## src/logic/soc_pkg.sv

```systemverilog
/*
 * SoC fabric package
 * Address map, bus widths, routing and FSM enums, and the packed
 * request and response structs shared by the host port and APB side
 */

package soc_pkg;

  //////////////////////////////////////////////////
  // Widths
  //////////////////////////////////////////////////

  localparam int unsigned ADDR_W     = 32;
  localparam int unsigned DATA_W     = 64;
  localparam int unsigned STRB_W     = DATA_W / 8;
  localparam int unsigned APB_DATA_W = 32;

  //////////////////////////////////////////////////
  // Memory map
  //////////////////////////////////////////////////

  localparam logic [ADDR_W-1:0] DRAM_BASE   = 32'h8000_0000;
  localparam logic [ADDR_W-1:0] DRAM_LENGTH = 32'h4000_0000;
  localparam logic [ADDR_W-1:0] UART_BASE   = 32'hC000_0000;
  localparam logic [ADDR_W-1:0] UART_LENGTH = 32'h0000_1000;
  localparam logic [ADDR_W-1:0] CTRL_BASE   = 32'hD000_0000;
  localparam logic [ADDR_W-1:0] CTRL_LENGTH = 32'h0000_1000;

  typedef enum logic [1:0] {
    TARGET_L2,
    TARGET_UART,
    TARGET_CTRL,
    TARGET_NONE
  } target_e;

  // Offsets inside the control window
  typedef enum logic [11:0] {
    CTRL_EXIT      = 12'h000,
    CTRL_HW_CNT_EN = 12'h008,
    CTRL_EVENT     = 12'h010
  } ctrl_reg_e;

  typedef enum logic [1:0] {
    APB_IDLE,
    APB_SETUP,
    APB_ACCESS
  } apb_state_e;

  typedef struct packed {
    logic              we;
    logic [ADDR_W-1:0] addr;
    logic [DATA_W-1:0] wdata;
    logic [STRB_W-1:0] be;
  } bus_req_t;

  typedef struct packed {
    logic [DATA_W-1:0] rdata;
    logic              err;
  } bus_rsp_t;

  typedef struct packed {
    logic                  psel;
    logic                  penable;
    logic                  pwrite;
    logic [ADDR_W-1:0]     paddr;
    logic [APB_DATA_W-1:0] pwdata;
  } apb_req_t;

  typedef struct packed {
    logic [APB_DATA_W-1:0] prdata;
    logic                  pready;
    logic                  pslverr;
  } apb_rsp_t;

endpackage

```

## src/logic/soc_apb_bridge.sv

```systemverilog
/*
 * Host to APB bridge for the UART
 * Runs one setup/access transfer per accepted request and keeps the
 * fabric busy until the response is handed back
 */

`timescale 1ns/1ps

module soc_apb_bridge (
  input  logic              clk_i,
  input  logic              reset_i,
  input  logic              sel_i,
  input  soc_pkg::bus_req_t bus_i,
  output logic              busy_o,
  output logic              valid_o,
  output soc_pkg::bus_rsp_t rsp_o,
  output soc_pkg::apb_req_t apb_req_o,
  input  soc_pkg::apb_rsp_t apb_rsp_i
);

  soc_pkg::apb_state_e                state_q;
  logic                               valid_q;
  logic                               we_q;
  logic [soc_pkg::ADDR_W-1:0]         paddr_q;
  logic [soc_pkg::APB_DATA_W-1:0]     pwdata_q;
  logic [soc_pkg::APB_DATA_W-1:0]     prdata_q;
  logic                               err_q;

  //////////////////////////////////////////////////
  // Transfer FSM
  //////////////////////////////////////////////////

  always_ff @(posedge clk_i) begin
    if (reset_i) begin
      state_q <= soc_pkg::APB_IDLE;
      valid_q <= 1'b0;
    end else begin
      valid_q <= 1'b0;
      case (state_q)
        soc_pkg::APB_IDLE: begin
          if (sel_i) state_q <= soc_pkg::APB_SETUP;
        end
        soc_pkg::APB_SETUP: state_q <= soc_pkg::APB_ACCESS;
        soc_pkg::APB_ACCESS: begin
          if (apb_rsp_i.pready) begin
            state_q <= soc_pkg::APB_IDLE;
            valid_q <= 1'b1;
          end
        end
        default: state_q <= soc_pkg::APB_IDLE;
      endcase
    end
  end

  // Request and response payload
  always_ff @(posedge clk_i) begin
    if (state_q == soc_pkg::APB_IDLE && sel_i) begin
      we_q     <= bus_i.we;
      paddr_q  <= bus_i.addr & (soc_pkg::UART_LENGTH - 1);
      pwdata_q <= bus_i.wdata[soc_pkg::APB_DATA_W-1:0];
    end
    if (state_q == soc_pkg::APB_ACCESS && apb_rsp_i.pready) begin
      prdata_q <= apb_rsp_i.prdata;
      err_q    <= apb_rsp_i.pslverr;
    end
  end

  assign apb_req_o.psel    = (state_q != soc_pkg::APB_IDLE);
  assign apb_req_o.penable = (state_q == soc_pkg::APB_ACCESS);
  assign apb_req_o.pwrite  = we_q;
  assign apb_req_o.paddr   = paddr_q;
  assign apb_req_o.pwdata  = pwdata_q;

  assign busy_o      = (state_q != soc_pkg::APB_IDLE);
  assign valid_o     = valid_q;
  assign rsp_o.rdata = {{(soc_pkg::DATA_W - soc_pkg::APB_DATA_W){1'b0}}, prdata_q};
  assign rsp_o.err   = err_q;

endmodule

```

## config.mk

```make
export PLATFORM = sky130hd
export DESIGN_NAME = soc_apb_bridge
export DESIGN_NICKNAME = d
export VERILOG_FILES = /design/src/logic/soc_pkg.sv /design/src/logic/soc_apb_bridge.sv
export SDC_FILE = /design/constraint.sdc
export NUM_CORES = 1
export LEC_CHECK = 0
export ABC_CLOCK_PERIOD_IN_PS = 2650
export BUFFER_PORTS_ARGS = -buffer_cell sky130_fd_sc_hd__buf_2
export CAP_MARGIN = 10
export CORE_AREA = 2 2 106 108
export CTS_CLUSTER_SIZE = 40
export DETAILED_ROUTE_END_ITERATION = 10
export DIE_AREA = 0 0 108 110
export HOLD_SLACK_MARGIN = 0.12
export PLACE_DENSITY = 0.67
export REMOVE_ABC_BUFFERS = 1
export SYNTH_ARGS = -nofsm -noshare
export SYNTH_HDL_FRONTEND = slang
export SYNTH_SLANG_ARGS = --single-unit
```

## constraint.sdc

```tcl
create_clock -name clk_i -period 2.65 [get_ports clk_i]
set_input_delay 0.53 -clock clk_i [delete_from_list [all_inputs] [get_ports clk_i]]
set_output_delay 0.53 -clock clk_i [all_outputs]
set_load 0.01 [all_outputs]
```

* Yosys cells after proc, flatten, opt, wreduce, memory -nomap -nowiden
Index checks and enable logic that the tools add are counted.
** Word-level totals
- Bits of input ports :: 142
- Output and inout bits :: 134
- Bits in registers :: 81
** Operators by class
- Reduce and logical (&&, ||, !) cells :: 6
- Bitwise logic cells :: 1
- Muxes and demuxes :: 4
- Eq/ne operators :: 4
** Operators with widths (number)
- $pmux 2 s3 :: 1
- $mux 2 :: 2
- $eq 2x1->1 const B :: 1
- $eq 2x2->1 const B :: 1
- $logic_and 1x1->1 :: 2
- $logic_not 2->1 :: 1
- $ne 2x1->1 const B :: 1
- $ne 2x2->1 const B :: 1
- $reduce_and 2->1 :: 1
- $reduce_bool 2->1 :: 1
- $reduce_or 2->1 :: 1
- $mux 1 :: 1
- $not 1->1 :: 1

* Depth between registers and ports, before layout
Gate-level depths: netlist (run 1).
- Depth after elaboration :: 3
- Gate-level depth with buffers :: 2
- Gate-level depth less buffers :: 2

* Worst setup path after synthesis (run 1)
OpenSTA, ideal clock, no wires.
- Kind :: input-to-reg
- Start point :: in sel_i
- End point :: reg paddr_q[0] in the netlist's numbering, enable pin
- Data required time :: 2.209 ns
- Cell stages on the path :: 1
- Path buffers :: 0
- Setup time :: 0.441 ns
- Setup slack :: -0.109 ns
- Arrival time :: 2.318 ns
- Cells stage by stage :: nor3b_2
** Between the ends
- Cells in the longest elaborated chain, start to end :: 1
** Ends and longest elaborated chain
- start, declared :: RTL line soc_apb_bridge.sv:12 : input logic sel_i,
- $logic_and 1x1->1 :: RTL line soc_apb_bridge.sv:57 : if (state_q == soc_pkg::APB_IDLE && sel_i) begin
- end signal, assigned :: RTL line soc_apb_bridge.sv:59 : paddr_q <= bus_i.addr & (soc_pkg::UART_LENGTH - 1);
- end, declared :: RTL line soc_apb_bridge.sv:24 : logic [soc_pkg::ADDR_W-1:0] paddr_q;
Every way passes these cells.
A chain may end at the register's enable or synchronous reset.

* Final worst setup path (run 1)
- Start point :: reg state_q[0]
- End point :: out busy_o
** Between the ends
- Cells in the longest elaborated chain, start to end :: 1
** Ends and longest elaborated chain
- start, declared :: RTL line soc_apb_bridge.sv:21 : soc_pkg::apb_state_e state_q;
- start signal, assigned :: RTL line soc_apb_bridge.sv:35 : state_q <= soc_pkg::APB_IDLE;
- start signal, assigned :: RTL line soc_apb_bridge.sv:41 : if (sel_i) state_q <= soc_pkg::APB_SETUP;
- start signal, assigned :: RTL line soc_apb_bridge.sv:43 : soc_pkg::APB_SETUP: state_q <= soc_pkg::APB_ACCESS;
- $reduce_bool 2->1 :: RTL line soc_apb_bridge.sv:74 : assign busy_o = (state_q != soc_pkg::APB_IDLE);
- end, declared :: RTL line soc_apb_bridge.sv:14 : output logic busy_o,
Every way passes these cells.

==> results.json, run 1 <==
{
  "outcome": "finished clean",
  "num-fill-cells": 1039,
  "antenna_found_initial": 0,
  "chipHeight_um": 110,
  "drtIter0Drc": 38,
  "cts_made_buffers": 9,
  "drtPass1Iterations": 3,
  "synth-compound-area-share_pct": 0.260,
  "critPathRequiredTime_ns": 2.12,
  "ys_ff_latch": 81,
  "syn_area_mm2": 0.00289,
  "drc": 0,
  "syn_area_per_cell_um2": 19.8,
  "cp-start-kind": "register",
  "muxShareOfSynthArea_pct": 0,
  "hold_violations": 0,
  "grt_pass1_vias": 1626,
  "multi_input_area_um2": 275,
  "synth_top_family_by_area": "buffers and inverters",
  "period_share_pct": 64.2,
  "clock_latency_ns": 0.34,
  "avgRoutedWirePerCell_um": 13.3,
  "powerDensity_mw_per_mm2": 667,
  "wl_um": 6180,
  "synthSimpleGateAreaFrac_pct": 2.29,
  "drive_gt1_share_pct": 56.5,
  "h-tree-depth": 3,
  "synthToLayoutAreaGrowth_pct": 34.3,
  "worst-setup-path-type": "register to output pin",
  "seq_area_frac_synth_pct": 83.0,
  "io_pins": 276,
  "cap_viol_max_count": 0,
  "hold_class": "primary input to register",
  "end_kind": "output pin",
  "final_nets": 461,
  "path_clk_slew_ns": 0.09,
  "clock.fmax_mhz": 588,
  "port_buffers": 163,
  "fin_skew_ns": 0.00984,
  "postRouteAntennaNets": 0,
  "cts_setup_buffers": 0,
  "initial_core_util_pct": 27.0,
  "ff2ff_setup_slack_ns": 1.30,
  "grt_max_degree": 35,
  "drv_slew": 0,
  "synth_adder_area_share_pct": 0,
  "track_usage_pct": 9.81,
  "die_w_um": 108,
  "gp_congestion": 0.637,
  "placementRows": 38,
  "regArea_mm2": 0.00240,
  "ctsLongestPathBuffers": 2,
  "synth.most_common_cell": "edfxtp_1",
  "synthTopCellsByArea": "edfxtp_1 (81%), buf_4 (14%), dfxtp_1 (2.1%)",
  "clock-sinks": 81,
  "syn_inst": 146,
  "routed_via_density": 3.56,
  "tritoncts": "built",
  "yosys_warnings": 0,
  "synth_top_area_share_pct": 81.0,
  "synth_edf_count": 78,
  "holdBufCountCts": 0,
  "yosys_most_used_dff": "edfxtp_1",
  "cts.repair.resized": 0,
  "rsz0062_at_grt": "no",
  "power.leakage_nw": 1.73,
  "overflow": 0,
  "yosysTopAreaCell": "edfxtp_1",
  "hold_ws_ns": 0.349,
  "cts-root-buf": "clkbuf_8",
  "yosys.area_share.xor_xnor_pct": 0,
  "ir_worst_vdd_v": 0.000208,
  "coreArea_mm2": 0.0107,
  "path_max_fanout": 5,
  "setup_violations": 0,
  "critical_path_arrival_ns": 1.17,
  "grt_pass1_wl_um": 8440,
  "period_needed_ns": 1.70,
  "num_vias": 1651,
  "dp_hpwl_um": 4840,
  "netlist_top_cells_count": "edfxtp_1 (78), buf_4 (55), dfxtp_1 (3)",
  "synthDistinctLibCells": 13,
  "diodes": 0,
  "postSynth.asyncResetShare_pct": 0,
  "die_area_mm2": 0.0119,
  "total_power_mw": 2.59
}
==> through the flow <==
stage          util, %  setup WS [ns]  setup TNS (ns)  instances  instance area (um2)
2_1_floorplan        -         -0.109           -4.91        142                 2670
3_5_place_dp      34.5           1.13               0        448                 3690
6_report          36.3          0.949               0        464                 3880
5_1_grt           36.3          0.885               0        464                 3880
3_3_place_gp      34.5           1.14               0        448                 3690
4_1_cts           36.3          0.917               0        464                 3880
==> registers in the layout (all words and copies together) (netlist names) <==
| name | cells |
|---|---|
| err_q | 1 |
| state_q | 2 |
| valid_o | 1 |
| pwdata_q | 32 |
| paddr_q | 12 |
| prdata_q | 32 |
| we_q | 1 |
==> where the power goes <==
group          switching, mW  internal (mW)
clock network          0.436          0.439
logic                  0.136         0.0881
registers             0.0167           1.47
total                  0.588           2.00
==> per-layer routing <==
metal / global-route usage (%) / wire length [um] / vias to the layer above
met5: 0 / 0 / -
met4: 5.77 / 157 / 0
met3: 4.06 / 602 / 10
met2: 15.7 / 3100 / 105
met1: 11.0 / 2320 / 769
li1: - / - / 767
==> final timing paths <==
kind / startpoint / end / cells past startpoint
worst min-delay path: apb_rsp_i[18] / prdata_q[16] / 1
worst min register to register: state_q[0] / state_q[1] / 2
worst max-delay path: state_q[0] / busy_o / 2
worst max register to register: state_q[1] / prdata_q[11] / 2
==> placed cells by master (no fill, tap or decap), drive strengths merged <==
| cell | synthesis | layout |
|---|---|---|
| buf | 55 | 166 |
| edfxtp | 78 | 78 |
| conb | 1 | 52 |
| clkbuf | 0 | 10 |
| dfxtp | 3 | 3 |
| clkinv | 0 | 3 |
| inv | 0 | 2 |
| nor3b | 2 | 2 |
| nor2b | 2 | 2 |
| or2 | 1 | 1 |
| and3b | 1 | 1 |
| nor2 | 1 | 1 |
| a21o | 1 | 1 |
| and2b | 1 | 1 |
| bufinv | 0 | 1 |
==> area by class of cell <==
class	count	share of cell area, %
sequential	81	61.9
timing repair buffer	166	21.6
multi-input combinational	61	7.09
tap	140	4.51
clock buffer	10	3.29
clock inverter	6	1.68
==> worst max-delay path, stage by stage (launching register included) <==
cell	delay, ns
dfxtp_1	0.37
or2_2	0.32
buf_2	0.14
==> kinds of logic after synthesis <==
group                  after synthesis
other                                1
AND/OR/NAND/NOR                      8
AO/OA/AOI/OAI                        1
flip-flops                          81
buffers and inverters               55
Power figures use the tool's default switching activity.
==> run 2, diff against run 1 <==
--- a/config.mk
+++ b/config.mk
@@ -5,7 +5,8 @@
 export SDC_FILE = /design/constraint.sdc
 export NUM_CORES = 1
 export LEC_CHECK = 0
-export ABC_CLOCK_PERIOD_IN_PS = 2650
+export ABC_AREA = 1
+export ABC_CLOCK_PERIOD_IN_PS = 1500
 export BUFFER_PORTS_ARGS = -buffer_cell sky130_fd_sc_hd__buf_2
 export CAP_MARGIN = 10
 export CORE_AREA = 2 2 106 108
==> constraint.sdc (replaced) <==
create_clock -name clk_i -period 1.5 [get_ports clk_i]
set_input_delay 0.3 -clock clk_i [delete_from_list [all_inputs] [get_ports clk_i]]
set_output_delay 0.3 -clock clk_i [all_outputs]
set_load 0.01 [all_outputs]
==> run 2 against run 1 <==
  * Synthesized cell count increased by 4.8%
  * Wire length increased by 11%
  * Largest cell class unchanged
  * Critical path type unchanged
  * Die area unchanged
  * Utilization increased by 7.9 points
  * Highest routed layer unchanged
  * Final cell count increased by 18%
==> results.json, run 2 <==
{
  "drive_gt1_share_pct": 46.3,
  "critPathRequiredTime_ns": 1.20,
  "path_clk_slew_ns": 0.08,
  "gp_congestion": 0.640,
  "hold_violations": 0,
  "postSynth.asyncResetShare_pct": 0,
  "synth_top_family_by_area": "buffers and inverters",
  "clock-sinks": 81,
  "track_usage_pct": 10.8,
  "drtPass1Iterations": 6,
  "io_pins": 276,
  "clock_latency_ns": 0.36,
  "muxShareOfSynthArea_pct": 0,
  "routed_via_density": 3.60,
  "postRouteAntennaNets": 0,
  "grt_use_met2_pct": 20.0,
  "total_power_mw": 5.01,
  "outcome": "finished clean",
  "synth_adder_area_share_pct": 0,
  "overflow": 0,
  "avgRoutedWirePerCell_um": 12.5,
  "worst-setup-path-type": "register to output pin",
  "cp_slowest_stage_delay_ns": 0.39,
  "use_met3_pct": 3.29,
  "netlist_top_cells_count": "edfxtp_1 (78), buf_4 (55), nor2_1 (5), inv_1 (4), dfxtp_1 (3)",
  "period_needed_ns": 1.37,
  "clkPwrFrac_pct": 35.1,
  "chipHeight_um": 110,
  "synthTopCellsByArea": "edfxtp_1 (81%), buf_4 (14%), dfxtp_1 (2.1%)",
  "synth_top_area_share_pct": 80.8,
  "slowest_stage": "dfxtp_1",
  "path_max_fanout": 3,
  "cp-start-kind": "register",
  "placementRows": 38,
  "top_regs": "prdata_q x32, pwdata_q x32, paddr_q x12",
  "die_area_mm2": 0.0119,
  "dpl_cell_area_mm2": 0.00372,
  "swShare_pct": 22.6,
  "yosys.area_share.xor_xnor_pct": 0,
  "h-tree-depth": 3,
  "fin_util_pct": 44.2,
  "final.setup.tns_ns": 0,
  "synth_edf_count": 78,
  "yosysTopAreaCell": "edfxtp_1",
  "synthSimpleGateAreaFrac_pct": 1.77,
  "drv_slew": 0,
  "tritoncts": "built",
  "num_vias": 1977,
  "seq_area_frac_synth_pct": 82.9,
  "antenna_found_initial": 1,
  "ir_worst_vdd_v": 0.000532,
  "p_int_mw": 3.88,
  "clock.fmax_mhz": 728,
  "p_sw_mw": 1.13,
  "ctsLongestPathBuffers": 2,
  "top_usage_layer": "met2",
  "power.leakage_nw": 2.08,
  "powerDensity_mw_per_mm2": 1060,
  "pwr-share-comb_pct": 12.1,
  "end_kind": "output pin",
  "yosys_most_used_dff": "edfxtp_1",
  "final_common_cell": "buf_2",
  "cts-root-buf": "clkbuf_8",
  "drc": 0,
  "period_share_pct": 91.5,
  "synthDistinctLibCells": 10,
  "most-common-layout-cells": "buf_2 (163), edfxtp_1 (78), dlygate4sd3_1 (78), conb_1 (52), clkbuf_8 (9)",
  "critical_path_arrival_ns": 1.07,
  "initial_core_util_pct": 27.1,
  "grt_max_degree": 46,
  "rsz0062_at_grt": "no",
  "yosys_warnings": 0,
  "grt_use_met1_pct": 10.8,
  "setup_violations": 0,
  "ys_ff_latch": 81,
  "die_w_um": 108,
  "dp_hpwl_um": 4790,
  "seqPwrFrac_pct": 52.9,
  "grt_pass1_wl_um": 9320,
  "drtIter0Drc": 85,
  "final_area_mm2": 0.00473,
  "wl_um": 6890,
  "grt_pass1_vias": 1907,
  "cap_viol_max_count": 0,
  "synthToLayoutAreaGrowth_pct": 63.2,
  "hold_class": "primary input to register",
  "syn_inst": 153,
  "syn_area_per_cell_um2": 18.9,
  "final_nets": 545,
  "synth-compound-area-share_pct": 0.173,
  "cts_made_buffers": 9,
  "synth.most_common_cell": "edfxtp_1",
  "fin_skew_ns": 0.0122,
  "crit_path_cell_trace": "inv_2, nand2_2, inv_1, buf_2",
  "coreArea_mm2": 0.0107,
  "port_buffers": 163,
  "syn_area_mm2": 0.00290
}
[run 2: final cells by class]
cell class | instances | area [um2]
multi-input cells | 62 | 267
well taps | 140 | 175
diodes | 1 | 2.50
repair buffers | 243 | 1640
fillers | 970 | 5970
flip-flops and latches | 81 | 2400
clock buffers | 9 | 124
clock inverters | 7 | 100
inverters | 6 | 22.5
[run 2: logic make-up after synthesis]
| logic type | Yosys count |
|---|---|
| AOI/OAI and AO/OA | 1 |
| other | 1 |
| DFF | 81 |
| and+or+nand+nor | 9 |
| buffers and inverters | 61 |
[run 2: power groups by stage]
| stage | Combinational [mW] | Clock (mW) | Sequential (mW) |
|---|---|---|---|
| final | 0.604 | 1.76 | 2.65 |
| after global routing | 0.659 | 1.90 | 2.66 |
| after CTS | 0.604 | 1.82 | 2.65 |
| after detailed placement | 0.445 | 0 | 2.70 |
| after global placement | 0.438 | 0 | 2.70 |
| after floorplan | 0.120 | 0 | 2.77 |
[run 2: critical path: cells and delay by family, from the launching register on]
kind                   cells  cell delay [ns]
flip-flops                 1             0.39
buffers and inverters      3             0.24
AND/OR/NAND/NOR            1             0.10
[run 2: metal layers]
| layer | up-vias | part of all wire, % |
|---|---|---|
| met5 | - | 0 |
| met4 | 0 | 2.2 |
| met3 | 10 | 8.1 |
| met2 | 112 | 54 |
| met1 | 922 | 36 |
| li1 | 933 | - |
[run 2: path summary, 6_finish.rpt]
path / from / endpoint / slack, ns / cells past startpoint
setup / recovery: state_q[0] / apb_req_o[65] / 0.13 / 4
hold / removal: reset_i / state_q[0] / 0.16 / 2
setup reg to reg: state_q[0] / pwdata_q[30] / 0.30 / 4
hold reg to reg: state_q[1] / state_q[1] / 0.55 / 2
[run 2: what timing repair did]
item	CTS	global route
gates resized for setup	0	0
endpoints found under the hold margin	78	0
buffers inserted	0	0
hold buffers	78	0
[run 2: stage by stage]
stage | std cells | hold slack, ns | worst slack (ns)
6_report | 549 | 0.156 | 0.127
5_1_grt | 548 | 0.148 | 0.0642
4_1_cts | 548 | 0.129 | 0.105
3_5_place_dp | 454 | 0.478 | 0.325
3_3_place_gp | 454 | 0.477 | 0.334
2_1_floorplan | 149 | 0.371 | -1.36
